## src/addrgen_pkg.sv

```systemverilog
// Shared constants of the vector address generator
// Element width and opcode encodings
// Command and load/store unit queue entry structs

package addrgen_pkg;

  ////////////////////
  // Sizes
  ////////////////////

  // AXI address width
  localparam int unsigned ADDR_W    = 32;
  // Data beat is 64 bits wide
  localparam int unsigned BUS_BYTES = 8;
  localparam int unsigned BEAT_LOG  = 3;
  // Vector length holds 1 to 256
  localparam int unsigned VL_W      = 9;
  localparam int unsigned STRIDE_W  = 32;
  // Queue depths
  localparam int unsigned CMD_DEPTH = 2;
  localparam int unsigned LSU_DEPTH = 4;

  ////////////////////
  // Encodings
  ////////////////////

  // Value is log2 of the element size in bytes
  typedef enum logic [1:0] {
    EW8  = 2'd0,
    EW16 = 2'd1,
    EW32 = 2'd2,
    EW64 = 2'd3
  } vew_e;

  // Unit-stride and strided loads and stores
  typedef enum logic [1:0] {
    OP_VLE  = 2'd0,
    OP_VSE  = 2'd1,
    OP_VLSE = 2'd2,
    OP_VSSE = 2'd3
  } op_e;

  // Decoded request handed to the AXI sequencer
  typedef struct packed {
    logic [ADDR_W-1:0]   addr;
    logic [VL_W-1:0]     vl;
    logic [STRIDE_W-1:0] stride;
    vew_e                vew;
    logic                is_load;
    logic                is_burst;
    // Misaligned base, acknowledged with an error
    logic                error;
  } cmd_t;

  // One issued AXI request, as seen by the load/store units
  typedef struct packed {
    logic [ADDR_W-1:0] addr;
    logic [7:0]        len;
    logic [2:0]        size;
    logic              is_load;
  } lsu_req_t;

endpackage

```

## src/addrgen_fifo.sv

```systemverilog
// Synchronous circular-buffer FIFO with a type parameter for the payload
// Carries the command stream and the load/store unit requests

`timescale 1ns/1ns

module addrgen_fifo #(
  parameter int unsigned DEPTH = addrgen_pkg::CMD_DEPTH,
  parameter type         dtype = logic
) (
  input  logic clk_i,
  input  logic rst_ni,
  input  logic push_i,
  input  dtype data_i,
  input  logic pop_i,
  output dtype data_o,
  output logic full_o,
  output logic empty_o
);

  // Storage and pointers
  dtype                       mem_q [DEPTH];
  logic [$clog2(DEPTH)-1:0]   rptr_q;
  logic [$clog2(DEPTH)-1:0]   wptr_q;
  logic [$clog2(DEPTH+1)-1:0] count_q;
  logic                       do_push;
  logic                       do_pop;

  assign full_o  = (count_q == DEPTH);
  assign empty_o = (count_q == '0);
  // Head is read straight from the array
  assign data_o  = mem_q[rptr_q];

  // Overflow and underflow requests are dropped
  assign do_push = push_i && !full_o;
  assign do_pop  = pop_i && !empty_o;

  always_ff @(posedge clk_i or negedge rst_ni) begin
    if (!rst_ni) begin
      rptr_q  <= '0;
      wptr_q  <= '0;
      count_q <= '0;
    end else begin
      if (do_push) begin
        // Wrap explicitly, depth need not be a power of two
        wptr_q <= (wptr_q == DEPTH - 1) ? '0 : wptr_q + 1'b1;
      end
      if (do_pop) begin
        rptr_q <= (rptr_q == DEPTH - 1) ? '0 : rptr_q + 1'b1;
      end
      if (do_push && !do_pop) begin
        count_q <= count_q + 1'b1;
      end else if (do_pop && !do_push) begin
        count_q <= count_q - 1'b1;
      end
    end
  end

  always_ff @(posedge clk_i) begin
    if (do_push) begin
      mem_q[wptr_q] <= data_i;
    end
  end

endmodule

```

## src/addrgen_decode.sv

```systemverilog
// Request intake from the sequencer
// Misalignment check, command building and the command FIFO

`timescale 1ns/1ns

module addrgen_decode (
  input  logic                                 clk_i,
  input  logic                                 rst_ni,
  input  logic                                 req_valid_i,
  output logic                                 req_ready_o,
  input  addrgen_pkg::op_e                     req_op_i,
  input  logic [addrgen_pkg::ADDR_W-1:0]       req_addr_i,
  input  logic [addrgen_pkg::VL_W-1:0]         req_vl_i,
  input  logic [addrgen_pkg::STRIDE_W-1:0]     req_stride_i,
  input  addrgen_pkg::vew_e                    req_vew_i,
  input  logic                                 cmd_pop_i,
  output logic                                 cmd_valid_o,
  output addrgen_pkg::cmd_t                    cmd_o
);

  logic                                        accept;
  logic                                        ready_q;
  // Requests accepted but not yet popped by execute
  logic [$clog2(addrgen_pkg::CMD_DEPTH+1)-1:0] inflight_q;
  logic [$clog2(addrgen_pkg::CMD_DEPTH+1)-1:0] inflight_d;
  logic [addrgen_pkg::ADDR_W-1:0]              vew_mask;
  addrgen_pkg::cmd_t                           next_cmd;
  // One-cycle staging register in front of the FIFO
  logic                                        stage_valid_q;
  addrgen_pkg::cmd_t                           stage_cmd_q;
  logic                                        cmd_full;
  logic                                        cmd_empty;
  logic                                        cmd_push;

  assign req_ready_o = ready_q;
  assign accept      = req_valid_i && ready_q;

  ////////////////////
  // Command build
  ////////////////////

  // Low vew bits of the address must be zero
  assign vew_mask = ~({addrgen_pkg::ADDR_W{1'b1}} << req_vew_i);

  always_comb begin
    next_cmd.addr     = req_addr_i;
    next_cmd.vl       = req_vl_i;
    next_cmd.stride   = req_stride_i;
    next_cmd.vew      = req_vew_i;
    next_cmd.is_load  = (req_op_i == addrgen_pkg::OP_VLE) || (req_op_i == addrgen_pkg::OP_VLSE);
    // Unit-stride ops become a single INCR burst
    next_cmd.is_burst = (req_op_i == addrgen_pkg::OP_VLE) || (req_op_i == addrgen_pkg::OP_VSE);
    next_cmd.error    = |(req_addr_i & vew_mask);
  end

  ////////////////////
  // Flow control
  ////////////////////

  // Staged plus queued requests never exceed the FIFO depth
  always_comb begin
    inflight_d = inflight_q;
    if (accept && !cmd_pop_i) begin
      inflight_d = inflight_q + 1'b1;
    end else if (!accept && cmd_pop_i) begin
      inflight_d = inflight_q - 1'b1;
    end
  end

  always_ff @(posedge clk_i or negedge rst_ni) begin
    if (!rst_ni) begin
      inflight_q    <= '0;
      ready_q       <= 1'b0;
      stage_valid_q <= 1'b0;
    end else begin
      inflight_q    <= inflight_d;
      ready_q       <= (inflight_d < addrgen_pkg::CMD_DEPTH);
      stage_valid_q <= accept;
    end
  end

  always_ff @(posedge clk_i) begin
    if (accept) begin
      stage_cmd_q <= next_cmd;
    end
  end

  // Push in the cycle after acceptance, into a free slot only
  assign cmd_push    = stage_valid_q && !cmd_full;
  assign cmd_valid_o = !cmd_empty;

  addrgen_fifo #(
    .DEPTH (addrgen_pkg::CMD_DEPTH),
    .dtype (addrgen_pkg::cmd_t)
  ) i_cmd_fifo (
    .clk_i   (clk_i),
    .rst_ni  (rst_ni),
    .push_i  (cmd_push),
    .data_i  (stage_cmd_q),
    .pop_i   (cmd_pop_i),
    .data_o  (cmd_o),
    .full_o  (cmd_full),
    .empty_o (cmd_empty)
  );

endmodule

```

## src/addrgen_execute.sv

```systemverilog
// AXI AR/AW request sequencer for burst and strided commands
// Mirrors every handshake into the load/store unit queue and acknowledges in order

`timescale 1ns/1ns

module addrgen_execute (
  input  logic                           clk_i,
  input  logic                           rst_ni,
  input  logic                           cmd_valid_i,
  input  addrgen_pkg::cmd_t              cmd_i,
  output logic                           cmd_pop_o,
  input  logic                           dir_ok_i,
  input  logic                           lsu_full_i,
  output logic                           lsu_push_o,
  output addrgen_pkg::lsu_req_t          lsu_req_o,
  output logic                           ar_valid_o,
  input  logic                           ar_ready_i,
  output logic [addrgen_pkg::ADDR_W-1:0] ar_addr_o,
  output logic [7:0]                     ar_len_o,
  output logic [2:0]                     ar_size_o,
  output logic                           aw_valid_o,
  input  logic                           aw_ready_i,
  output logic [addrgen_pkg::ADDR_W-1:0] aw_addr_o,
  output logic [7:0]                     aw_len_o,
  output logic [2:0]                     aw_size_o,
  output logic                           ack_o,
  output logic                           ack_error_o
);

  // High while requesting, low while idle
  logic                             active_q;
  // Working copy of the command
  logic [addrgen_pkg::ADDR_W-1:0]   addr_q;
  logic [addrgen_pkg::VL_W-1:0]     cnt_q;
  logic [addrgen_pkg::STRIDE_W-1:0] stride_q;
  addrgen_pkg::vew_e                vew_q;
  logic                             is_load_q;
  logic                             is_burst_q;
  logic                             load_cmd;
  logic                             reject;
  logic                             ax_valid;
  logic                             ax_ready;
  logic                             ax_fire;
  logic                             last_req;
  logic [addrgen_pkg::VL_W+2:0]     byte_cnt;
  logic [7:0]                       ax_len;
  logic [2:0]                       ax_size;

  ////////////////////
  // Command intake
  ////////////////////

  assign load_cmd = !active_q && cmd_valid_i && !cmd_i.error;
  // Misaligned commands are retired straight from idle
  assign reject   = !active_q && cmd_valid_i && cmd_i.error;

  ////////////////////
  // Request payload
  ////////////////////

  // Burst covers vl elements, rounded up to whole beats
  assign byte_cnt = {3'b000, cnt_q} << vew_q;
  assign ax_len   = is_burst_q ? 8'((byte_cnt - 1'b1) >> addrgen_pkg::BEAT_LOG) : 8'd0;
  // Bursts use the full bus, strided beats the element width
  assign ax_size  = is_burst_q ? 3'(addrgen_pkg::BEAT_LOG) : {1'b0, vew_q};

  assign ar_addr_o = addr_q;
  assign ar_len_o  = ax_len;
  assign ar_size_o = ax_size;
  assign aw_addr_o = addr_q;
  assign aw_len_o  = ax_len;
  assign aw_size_o = ax_size;

  // Queue entry mirrors the AXI payload
  assign lsu_req_o.addr    = addr_q;
  assign lsu_req_o.len     = ax_len;
  assign lsu_req_o.size    = ax_size;
  assign lsu_req_o.is_load = is_load_q;

  ////////////////////
  // Handshake
  ////////////////////

  // Valid stays up once raised, since queue space and direction only improve
  // without a push
  assign ax_valid   = active_q && dir_ok_i && !lsu_full_i;
  assign ar_valid_o = ax_valid && is_load_q;
  assign aw_valid_o = ax_valid && !is_load_q;
  assign ax_ready   = is_load_q ? ar_ready_i : aw_ready_i;
  assign ax_fire    = ax_valid && ax_ready;
  assign lsu_push_o = ax_fire;

  // One request for a burst, vl requests when strided
  assign last_req = is_burst_q || (cnt_q == 'd1);

  // Command leaves the FIFO when it is done
  assign cmd_pop_o   = reject || (ax_fire && last_req);
  assign ack_o       = cmd_pop_o;
  assign ack_error_o = reject;

  always_ff @(posedge clk_i or negedge rst_ni) begin
    if (!rst_ni) begin
      active_q <= 1'b0;
    end else if (load_cmd) begin
      active_q <= 1'b1;
    end else if (ax_fire && last_req) begin
      active_q <= 1'b0;
    end
  end

  always_ff @(posedge clk_i) begin
    if (load_cmd) begin
      addr_q     <= cmd_i.addr;
      cnt_q      <= cmd_i.vl;
      stride_q   <= cmd_i.stride;
      vew_q      <= cmd_i.vew;
      is_load_q  <= cmd_i.is_load;
      is_burst_q <= cmd_i.is_burst;
    end else if (ax_fire) begin
      // Step to the next strided element
      addr_q <= addr_q + stride_q;
      cnt_q  <= cnt_q - 1'b1;
    end
  end

endmodule

```

## src/addrgen_result.sv

```systemverilog
// Load/store unit request queue
// Direction tracking so loads and stores never share the queue

`timescale 1ns/1ns

module addrgen_result (
  input  logic                           clk_i,
  input  logic                           rst_ni,
  input  logic                           lsu_push_i,
  input  addrgen_pkg::lsu_req_t          lsu_req_i,
  output logic                           lsu_full_o,
  output logic                           dir_ok_o,
  output logic                           lsu_valid_o,
  input  logic                           lsu_ready_i,
  output logic [addrgen_pkg::ADDR_W-1:0] lsu_addr_o,
  output logic [7:0]                     lsu_len_o,
  output logic [2:0]                     lsu_size_o,
  output logic                           lsu_is_load_o
);

  addrgen_pkg::lsu_req_t lsu_head;
  logic                  lsu_empty;
  logic                  lsu_pop;
  // Direction of the entries held, high for loads
  logic                  dir_load_q;

  ////////////////////
  // Queue
  ////////////////////

  assign lsu_valid_o = !lsu_empty;
  assign lsu_pop     = lsu_valid_o && lsu_ready_i;

  addrgen_fifo #(
    .DEPTH (addrgen_pkg::LSU_DEPTH),
    .dtype (addrgen_pkg::lsu_req_t)
  ) i_lsu_fifo (
    .clk_i   (clk_i),
    .rst_ni  (rst_ni),
    .push_i  (lsu_push_i),
    .data_i  (lsu_req_i),
    .pop_i   (lsu_pop),
    .data_o  (lsu_head),
    .full_o  (lsu_full_o),
    .empty_o (lsu_empty)
  );

  // Head fields go out as loose ports
  assign lsu_addr_o    = lsu_head.addr;
  assign lsu_len_o     = lsu_head.len;
  assign lsu_size_o    = lsu_head.size;
  assign lsu_is_load_o = lsu_head.is_load;

  ////////////////////
  // Ordering rule
  ////////////////////

  // A new entry may join only an empty queue or one of its own direction
  assign dir_ok_o = lsu_empty || (dir_load_q == lsu_req_i.is_load);

  // Every push carries the direction of the whole queue
  always_ff @(posedge clk_i or negedge rst_ni) begin
    if (!rst_ni) begin
      dir_load_q <= 1'b0;
    end else if (lsu_push_i) begin
      dir_load_q <= lsu_req_i.is_load;
    end
  end

endmodule

```

## src/addrgen_top.sv

```systemverilog
// Vector memory address generator top level
// Connects decode, AXI sequencer and load/store unit queue

`timescale 1ns/1ns

module addrgen_top (
  input  logic                             clk_i,
  input  logic                             rst_ni,
  // Request channel from the sequencer
  input  logic                             req_valid_i,
  output logic                             req_ready_o,
  input  addrgen_pkg::op_e                 req_op_i,
  input  logic [addrgen_pkg::ADDR_W-1:0]   req_addr_i,
  input  logic [addrgen_pkg::VL_W-1:0]     req_vl_i,
  input  logic [addrgen_pkg::STRIDE_W-1:0] req_stride_i,
  input  addrgen_pkg::vew_e                req_vew_i,
  // In-order acknowledge
  output logic                             ack_o,
  output logic                             ack_error_o,
  // AXI read address channel
  output logic                             ar_valid_o,
  input  logic                             ar_ready_i,
  output logic [addrgen_pkg::ADDR_W-1:0]   ar_addr_o,
  output logic [7:0]                       ar_len_o,
  output logic [2:0]                       ar_size_o,
  // AXI write address channel
  output logic                             aw_valid_o,
  input  logic                             aw_ready_i,
  output logic [addrgen_pkg::ADDR_W-1:0]   aw_addr_o,
  output logic [7:0]                       aw_len_o,
  output logic [2:0]                       aw_size_o,
  // Load/store unit queue head
  output logic                             lsu_valid_o,
  input  logic                             lsu_ready_i,
  output logic [addrgen_pkg::ADDR_W-1:0]   lsu_addr_o,
  output logic [7:0]                       lsu_len_o,
  output logic [2:0]                       lsu_size_o,
  output logic                             lsu_is_load_o
);

  // Decode to execute
  logic                  cmd_valid;
  logic                  cmd_pop;
  addrgen_pkg::cmd_t     cmd;
  // Execute to result and back
  logic                  lsu_push;
  addrgen_pkg::lsu_req_t lsu_req;
  logic                  lsu_full;
  logic                  dir_ok;

  addrgen_decode i_decode (
    .clk_i        (clk_i),
    .rst_ni       (rst_ni),
    .req_valid_i  (req_valid_i),
    .req_ready_o  (req_ready_o),
    .req_op_i     (req_op_i),
    .req_addr_i   (req_addr_i),
    .req_vl_i     (req_vl_i),
    .req_stride_i (req_stride_i),
    .req_vew_i    (req_vew_i),
    .cmd_pop_i    (cmd_pop),
    .cmd_valid_o  (cmd_valid),
    .cmd_o        (cmd)
  );

  addrgen_execute i_execute (
    .clk_i       (clk_i),
    .rst_ni      (rst_ni),
    .cmd_valid_i (cmd_valid),
    .cmd_i       (cmd),
    .cmd_pop_o   (cmd_pop),
    .dir_ok_i    (dir_ok),
    .lsu_full_i  (lsu_full),
    .lsu_push_o  (lsu_push),
    .lsu_req_o   (lsu_req),
    .ar_valid_o  (ar_valid_o),
    .ar_ready_i  (ar_ready_i),
    .ar_addr_o   (ar_addr_o),
    .ar_len_o    (ar_len_o),
    .ar_size_o   (ar_size_o),
    .aw_valid_o  (aw_valid_o),
    .aw_ready_i  (aw_ready_i),
    .aw_addr_o   (aw_addr_o),
    .aw_len_o    (aw_len_o),
    .aw_size_o   (aw_size_o),
    .ack_o       (ack_o),
    .ack_error_o (ack_error_o)
  );

  addrgen_result i_result (
    .clk_i         (clk_i),
    .rst_ni        (rst_ni),
    .lsu_push_i    (lsu_push),
    .lsu_req_i     (lsu_req),
    .lsu_full_o    (lsu_full),
    .dir_ok_o      (dir_ok),
    .lsu_valid_o   (lsu_valid_o),
    .lsu_ready_i   (lsu_ready_i),
    .lsu_addr_o    (lsu_addr_o),
    .lsu_len_o     (lsu_len_o),
    .lsu_size_o    (lsu_size_o),
    .lsu_is_load_o (lsu_is_load_o)
  );

endmodule

```

## config.mk

```make
export PLATFORM = sky130hd
export DESIGN_NAME = addrgen_top
export DESIGN_NICKNAME = d
export VERILOG_FILES = /design/src/addrgen_pkg.sv /design/src/addrgen_fifo.sv /design/src/addrgen_decode.sv /design/src/addrgen_execute.sv /design/src/addrgen_result.sv /design/src/addrgen_top.sv
export SDC_FILE = /design/constraint.sdc
export NUM_CORES = 1
export LEC_CHECK = 0
export BUFFER_PORTS_ARGS = -buffer_cell sky130_fd_sc_hd__buf_4
export CAP_MARGIN = 0
export CELL_PAD_IN_SITES_DETAIL_PLACEMENT = 1
export CELL_PAD_IN_SITES_GLOBAL_PLACEMENT = 1
export CORE_MARGIN = 2
export CORE_UTILIZATION = 40
export DETAILED_ROUTE_END_ITERATION = 8
export PLACE_DENSITY = 0.62
export SYNTH_ARGS = -nofsm -noshare
export SYNTH_HDL_FRONTEND = slang
export SYNTH_SLANG_ARGS = --single-unit
```

## constraint.sdc

```tcl
create_clock -name clk_i -period 6 [get_ports clk_i]
set_clock_uncertainty 0.1 [all_clocks]
set_input_delay 0.6 -clock clk_i [delete_from_list [all_inputs] [get_ports clk_i]]
set_output_delay 0.6 -clock clk_i [all_outputs]
set_load 0.005 [all_outputs]
```

==> results of run 1 <==
## cells in the mapped netlist (9+ instances only)
master / n
nor2_1: 47
mux2_2: 48
clkbuf_1: 28
mux4_2: 43
and2_1: 11
buf_4: 45
nand2_1: 75
a21oi_1: 60
nor3_1: 10
dfrtp_1: 17
xnor2_1: 18
nand3_1: 9
o21ai_0: 46
mux2i_1: 33
inv_1: 22
nor2b_1: 17
ha_1: 42
edfxtp_1: 483
a21o_1: 10
a211oi_1: 17
xor2_1: 26
## kinds of logic after synthesis
logic type / share of synthesized area [%]
XOR/XNOR: 1.88
multiplexers: 8.99
AO/OA/AOI/OAI: 5.47
other: 0.0183
flip-flops: 73.0
adder cells (fa/ha/maj): 2.76
AND/OR/NAND/NOR: 4.90
buffers and inverters: 3.01
## final timing paths
path | end | start | depth (start not counted)
max | aw_len_o[4] | i_execute.vew_q[0] | 6
min | i_decode.stage_cmd_q[67] | req_addr_i[21] | 1
max reg2reg | i_execute.ar_addr_o[18] | i_execute.ar_addr_o[0] | 9
min reg2reg | i_decode.i_cmd_fifo.mem_q[0][24] | i_decode.stage_cmd_q[24] | 0
max in group asynchronous | i_result.i_lsu_fifo.rptr_q[0] | rst_ni | 2
min in group asynchronous | i_decode.i_cmd_fifo.count_q[0] | rst_ni | 2
## through the flow
step	power, uW	setup WS, ns	util [%]	area (um^2)	std cells
finish	13500	2.13	47.9	24100	2120
global route	14400	1.83	47.9	24100	2119
floorplan	8720	1.52	-	20500	1215
global placement	10500	2.76	44.7	22500	2024
CTS	13700	2.08	47.9	24100	2119
detailed placement	10600	2.63	44.7	22500	2024
## report_power, final
part | total, uW | internal [uW] | switching, uW
clock | 3050 | 1740 | 1310
combinational | 4550 | 2060 | 2490
sequential | 5950 | 5120 | 826
total | 13500 | 8920 | 4620
## flip-flops by register name, indices dropped and copies added, names as in the netlist, named ones only
name / flops
i_result.i_lsu_fifo.mem_q: 172
i_execute.ar_addr_o: 32
i_result.dir_load_q: 1
i_execute.is_load_q: 1
i_execute.is_burst_q: 1
i_decode.inflight_q: 1
i_decode.i_cmd_fifo.mem_q: 156
i_decode.req_ready_o: 1
i_result.i_lsu_fifo.wptr_q: 2
i_decode.i_cmd_fifo.count_q: 2
i_execute.cnt_q: 9
i_decode.stage_cmd_q: 78
i_result.i_lsu_fifo.rptr_q: 2
i_decode.i_cmd_fifo.wptr_q: 1
i_decode.i_cmd_fifo.rptr_q: 1
i_execute.vew_q: 2
i_execute.stride_q: 32
i_decode.stage_valid_q: 1
i_execute.active_q: 1
i_result.i_lsu_fifo.count_q: 3
## layout make-up
| class | count | share of cell area [%] |
|---|---|---|
| flip-flops and latches | 500 | 61.9 |
| multi-input cells | 603 | 20.5 |
| repair buffers | 228 | 7.11 |
| clock buffers | 63 | 5.65 |
| well taps | 672 | 3.49 |
| clock inverters | 31 | 0.965 |
| inverters | 22 | 0.348 |
| diodes | 1 | 0.0104 |
## worst max-delay path, cell delays in order, from the launching register on
cell and delay (ns):
edfxtp_1 0.68, mux2i_1 0.29, mux2i_1 0.16, nor4b_4 0.41, nand3_2 0.18, a21boi_0 0.63, buf_4 0.23
## cells in the final DEF (no fill, tap or decap), drive strengths merged, types with 4 or more instances in the layout
master,netlist,routed
a21o,10,10
dfrtp,17,17
mux2,48,48
buf,62,227
nand3,10,10
clkinv,0,23
nor2b,17,17
nor2,47,47
o211ai,4,4
ha,42,42
a211oi,18,18
nor4,5,5
edfxtp,483,483
xor2,26,26
and2,11,11
a31oi,7,7
o21ai,55,55
a21oi,60,60
o21a,5,5
mux2i,33,33
nand2b,8,8
nor3,12,12
or2,4,4
nand4,5,5
inv,22,22
xnor2,18,18
nand2,75,75
clkinvlp,0,5
mux4,43,43
clkbuf,28,63
## layer usage
metal / global-route usage, % / vias to the layer above / wire [um]
met5: 0 / - / 0
met4: 6.07 / 0 / 1180
met3: 2.32 / 65 / 1760
met2: 27.9 / 230 / 21800
met1: 25.2 / 5531 / 21900
li1: - / 5029 / -
## timing repair
action | 4_1_cts | 5_1_grt
buffers inserted | 0 | 0
hold endpoints to repair | 17 | 0
hold buffers | 1 | 0
gates resized for setup | 0 | 0
==> metrics.txt, run 1 <==
status=complete, no violations; largest area contributor in the netlist=edfxtp_1; Synthesis Warnings=0; fraction of registers with async set/reset=3.40%; Fmax achieved=259 MHz; GRT Util Overall=17.6%; Least-Margin Pin Slew=0.992 ns; Reg area=14900 um^2; Max-Cap Viols=0; Hold WS=0.0924 ns; Routability Congestion=0.856; CTS tree=yes; final layout net count=1534; Worst setup EP type=output port; Routed WL=46600 um; share of layout cells above drive strength 1=28.5%; first-pass GRT wire length=70600 um; Setup CP Type=flop to output port; die area=53000 um^2; post-synthesis instance total=1213; synth-to-layout area growth=17.9%; Synth cell types=63; First-pass DRT Iterations=5; Max transition margin=33.8%; clock-pin slew of the registers on the worst-case setup and hold paths=0.06 ns; sequential area share after synthesis=73.0%; clock root buffer=clkbuf_16; Post-synth top flop=edfxtp_1; core box area=50400 um^2; DR vias=10855; io pins=219; crit-path max FO=14; multi-input logic area=4940 um^2; synthesized flop and latch total=500; RSZ-0062 raised after global routing=false; Final period util=64.4%; leakage=0.00859 uW; Hold Path Class=input port to flop; # port buffers=215; clk_lat worst skew=0.58 ns; Initial Utilization=40.6%; grt total ovfl=0; Chip Width=230 um; Final setup viols=0; TritonCTS Buffers=52; Pwr Density=561 nW/um^2; Placement Rows=82; Initial DRC Count=651; EDFF count, synth=483; Period minus WS final=3.87 ns; Fill cells=4831; setup slack, reg-to-reg=2.57 ns; largest net degree at the start of global routing=64; initial antenna violation count=0; clock tree buffer depth=3; top post-synthesis cells by area=edfxtp_1, mux4_2, mux2_2; worst vdd ir=219 uV; setup TNS=0 ns; routed len/inst=22.0 um; Startpoint Class=flop; Arrival @ worst endpoint=3.17 ns; Worst EP required=5.30 ns; CTS Sinks=500; post-synth top area share=70.9%; H-tree depth=2; number of global-route vias before repair=11355; average cell area after synthesis=16.9 um^2; Final Max Tran Viols=0; Mapped Area=20500 um^2; Final HPWL DP=32000 um; DRC errors left=0; Die Ht=230 um; antenna viol nets, final=0; Final Hold Viols=0; Via-to-Cell Ratio=5.12
Note: power is estimated with default switching activity, not from simulation.
==> inputs of run 2 (changes only) <==
==> constraint.sdc (replaced) <==
create_clock -name clk_i -period 3.56 [get_ports clk_i]
set_clock_uncertainty 0.1 [all_clocks]
set_input_delay 0.356 -clock clk_i [delete_from_list [all_inputs] [get_ports clk_i]]
set_output_delay 0.356 -clock clk_i [all_outputs]
set_load 0.005 [all_outputs]
==> metrics.txt, run 2 (synthesis gave the netlist of run 1 again) <==
met1 Usage GRT=25.5%; Via-to-Cell Ratio=5.06; Logic pwr share=35.2%; First-pass DRT Iterations=4; busiest metal layer after global routing=met2; io pins=219; # port buffers=215; Setup CP Type=flop to output port; H-tree depth=2; GRT Util Overall=18.1%; Placed Area=22700 um^2; Least-Margin Pin Slew=0.782 ns; top flop regs=i_result.i_lsu_fifo.mem_q x172, i_decode.i_cmd_fifo.mem_q x156, i_decode.stage_cmd_q x78; Startpoint Class=flop; Final Max Tran Viols=0; synth-to-layout area growth=22.5%; setup TNS=0 ns; Max-Cap Viols=0; initial antenna violation count=1; crit-path max FO=8; DRC errors left=0; CTS Sinks=500; final layout net count=1626; Initial Utilization=40.6%; Fmax achieved=305 MHz; CTS tree=yes; Initial DRC Count=604; RSZ-0062 raised after global routing=false; largest net degree at the start of global routing=89; M2 GR Usage=29.0%; clk_lat worst skew=0.59 ns; antenna viol nets, final=0; worst vdd ir=465 uV; Final period util=92.1%; Worst setup EP type=output port; Max transition margin=47.9%; Fill cells=4763; Final Hold Viols=0; Routability Congestion=0.831; grt total ovfl=0; switching share of total power=33.8%; TritonCTS Buffers=53; Final setup viols=0; Chip Width=230 um; leakage=0.00900 uW; Clock Power Share=22.0%; core box area=50400 um^2; Die Ht=230 um; Hold Path Class=input port to flop; met3 usage=2.91%; status=complete, no violations; internal power=15200 uW; routed len/inst=21.5 um; leading cell type in the layout, fill and taps excluded=edfxtp_1; Pwr Density=915 nW/um^2; Period minus WS final=3.28 ns; most frequent cells in the layout=edfxtp_1, buf_4, dlygate4sd3_1; sw power=7740 uW; Final HPWL DP=30900 um; Routed WL=47500 um; Top reg by flops=i_result.i_lsu_fifo.mem_q; clock-pin slew of the registers on the worst-case setup and hold paths=0.06 ns; number of global-route vias before repair=11884; clock tree buffer depth=3; clock root buffer=clkbuf_16; max reg flops=172; design area=25100 um^2; share of layout cells above drive strength 1=27.4%; sequential power share=42.8%; first-pass GRT wire length=72500 um; Placement Rows=82; Worst EP required=3.10 ns; DR vias=11176; die area=53000 um^2; Arrival @ worst endpoint=2.82 ns
run 2: per-layer routing:
layer  part of all wire [%]  up-vias  wire length, um
li1                       -     5198                -
met1                     47     5689            22300
met2                     47      220            22100
met3                    3.8       69             1820
met4                    2.6        0             1230
met5                      0        -                0
run 2: final timing paths:
path | from | end | slack, ns | depth (start not counted)
max | i_execute.cnt_q[3] | aw_len_o[7] | 0.28 | 8
min | lsu_ready_i | i_result.i_lsu_fifo.rptr_q[0] | 0.09 | 3
max reg2reg | i_execute.ar_addr_o[1] | i_execute.ar_addr_o[20] | 0.42 | 8
min reg2reg | i_decode.stage_cmd_q[46] | i_decode.i_cmd_fifo.mem_q[1][46] | 0.34 | 0
max in group asynchronous | rst_ni | i_result.i_lsu_fifo.rptr_q[0] | 2.99 | 2
min in group asynchronous | rst_ni | i_decode.i_cmd_fifo.count_q[0] | 0.12 | 2
run 2: worst max-delay path, cell delays in order, from the launching register on:
cell and delay [ns]:
edfxtp_1 0.52, mux2i_1 0.23, mux2i_1 0.19, nor4b_4 0.37, nand3_2 0.18, nor3_2 0.21
xnor2_1 0.13, and2_1 0.25, buf_4 0.15
run 2: power by group through the flow:
stage	Clock [uW]	Sequential, uW	Combinational (uW)
2_1_floorplan	0	9290	5400
3_3_place_gp	0	9880	7990
3_5_place_dp	0	9990	8070
4_1_cts	5200	9870	8190
5_1_grt	5390	10000	9000
6_report	5040	9810	8070
run 2: metrics by stage:
stage | total power, uW | std cells | hold slack (ns) | utilization [%] | setup WS, ns
6_report | 22900 | 2207 | 0.0918 | 49.8 | 0.282
3_5_place_dp | 18100 | 2031 | 0.153 | 45.0 | 0.413
2_1_floorplan | 14700 | 1215 | -0.0396 | - | 0.376
3_3_place_gp | 17900 | 2031 | 0.150 | 45.0 | 0.453
4_1_cts | 23300 | 2200 | 0.0532 | 49.7 | 0.0124
5_1_grt | 24400 | 2205 | 0.110 | 49.8 | 0.0440
run 2: layout make-up:
| type | instances | area, um^2 | area share [%] |
|---|---|---|---|
| multi-input combinational | 603 | 4940 | 19.7 |
| tap | 672 | 841 | 3.35 |
| sequential | 500 | 14900 | 59.6 |
| inverter | 22 | 83.8 | 0.334 |
| antenna | 2 | 5.00 | 0.0200 |
| clock inverter | 21 | 148 | 0.589 |
| clock buffer | 68 | 1400 | 5.60 |
| timing repair buffer | 319 | 2710 | 10.8 |
run 2: timing repair:
action,4_1_cts,5_1_grt
gates resized for setup,1,0
hold endpoints to repair,96,0
hold buffers,80,0
buffers inserted,0,5
endpoints found under the setup margin,2,8
pin swaps,0,0
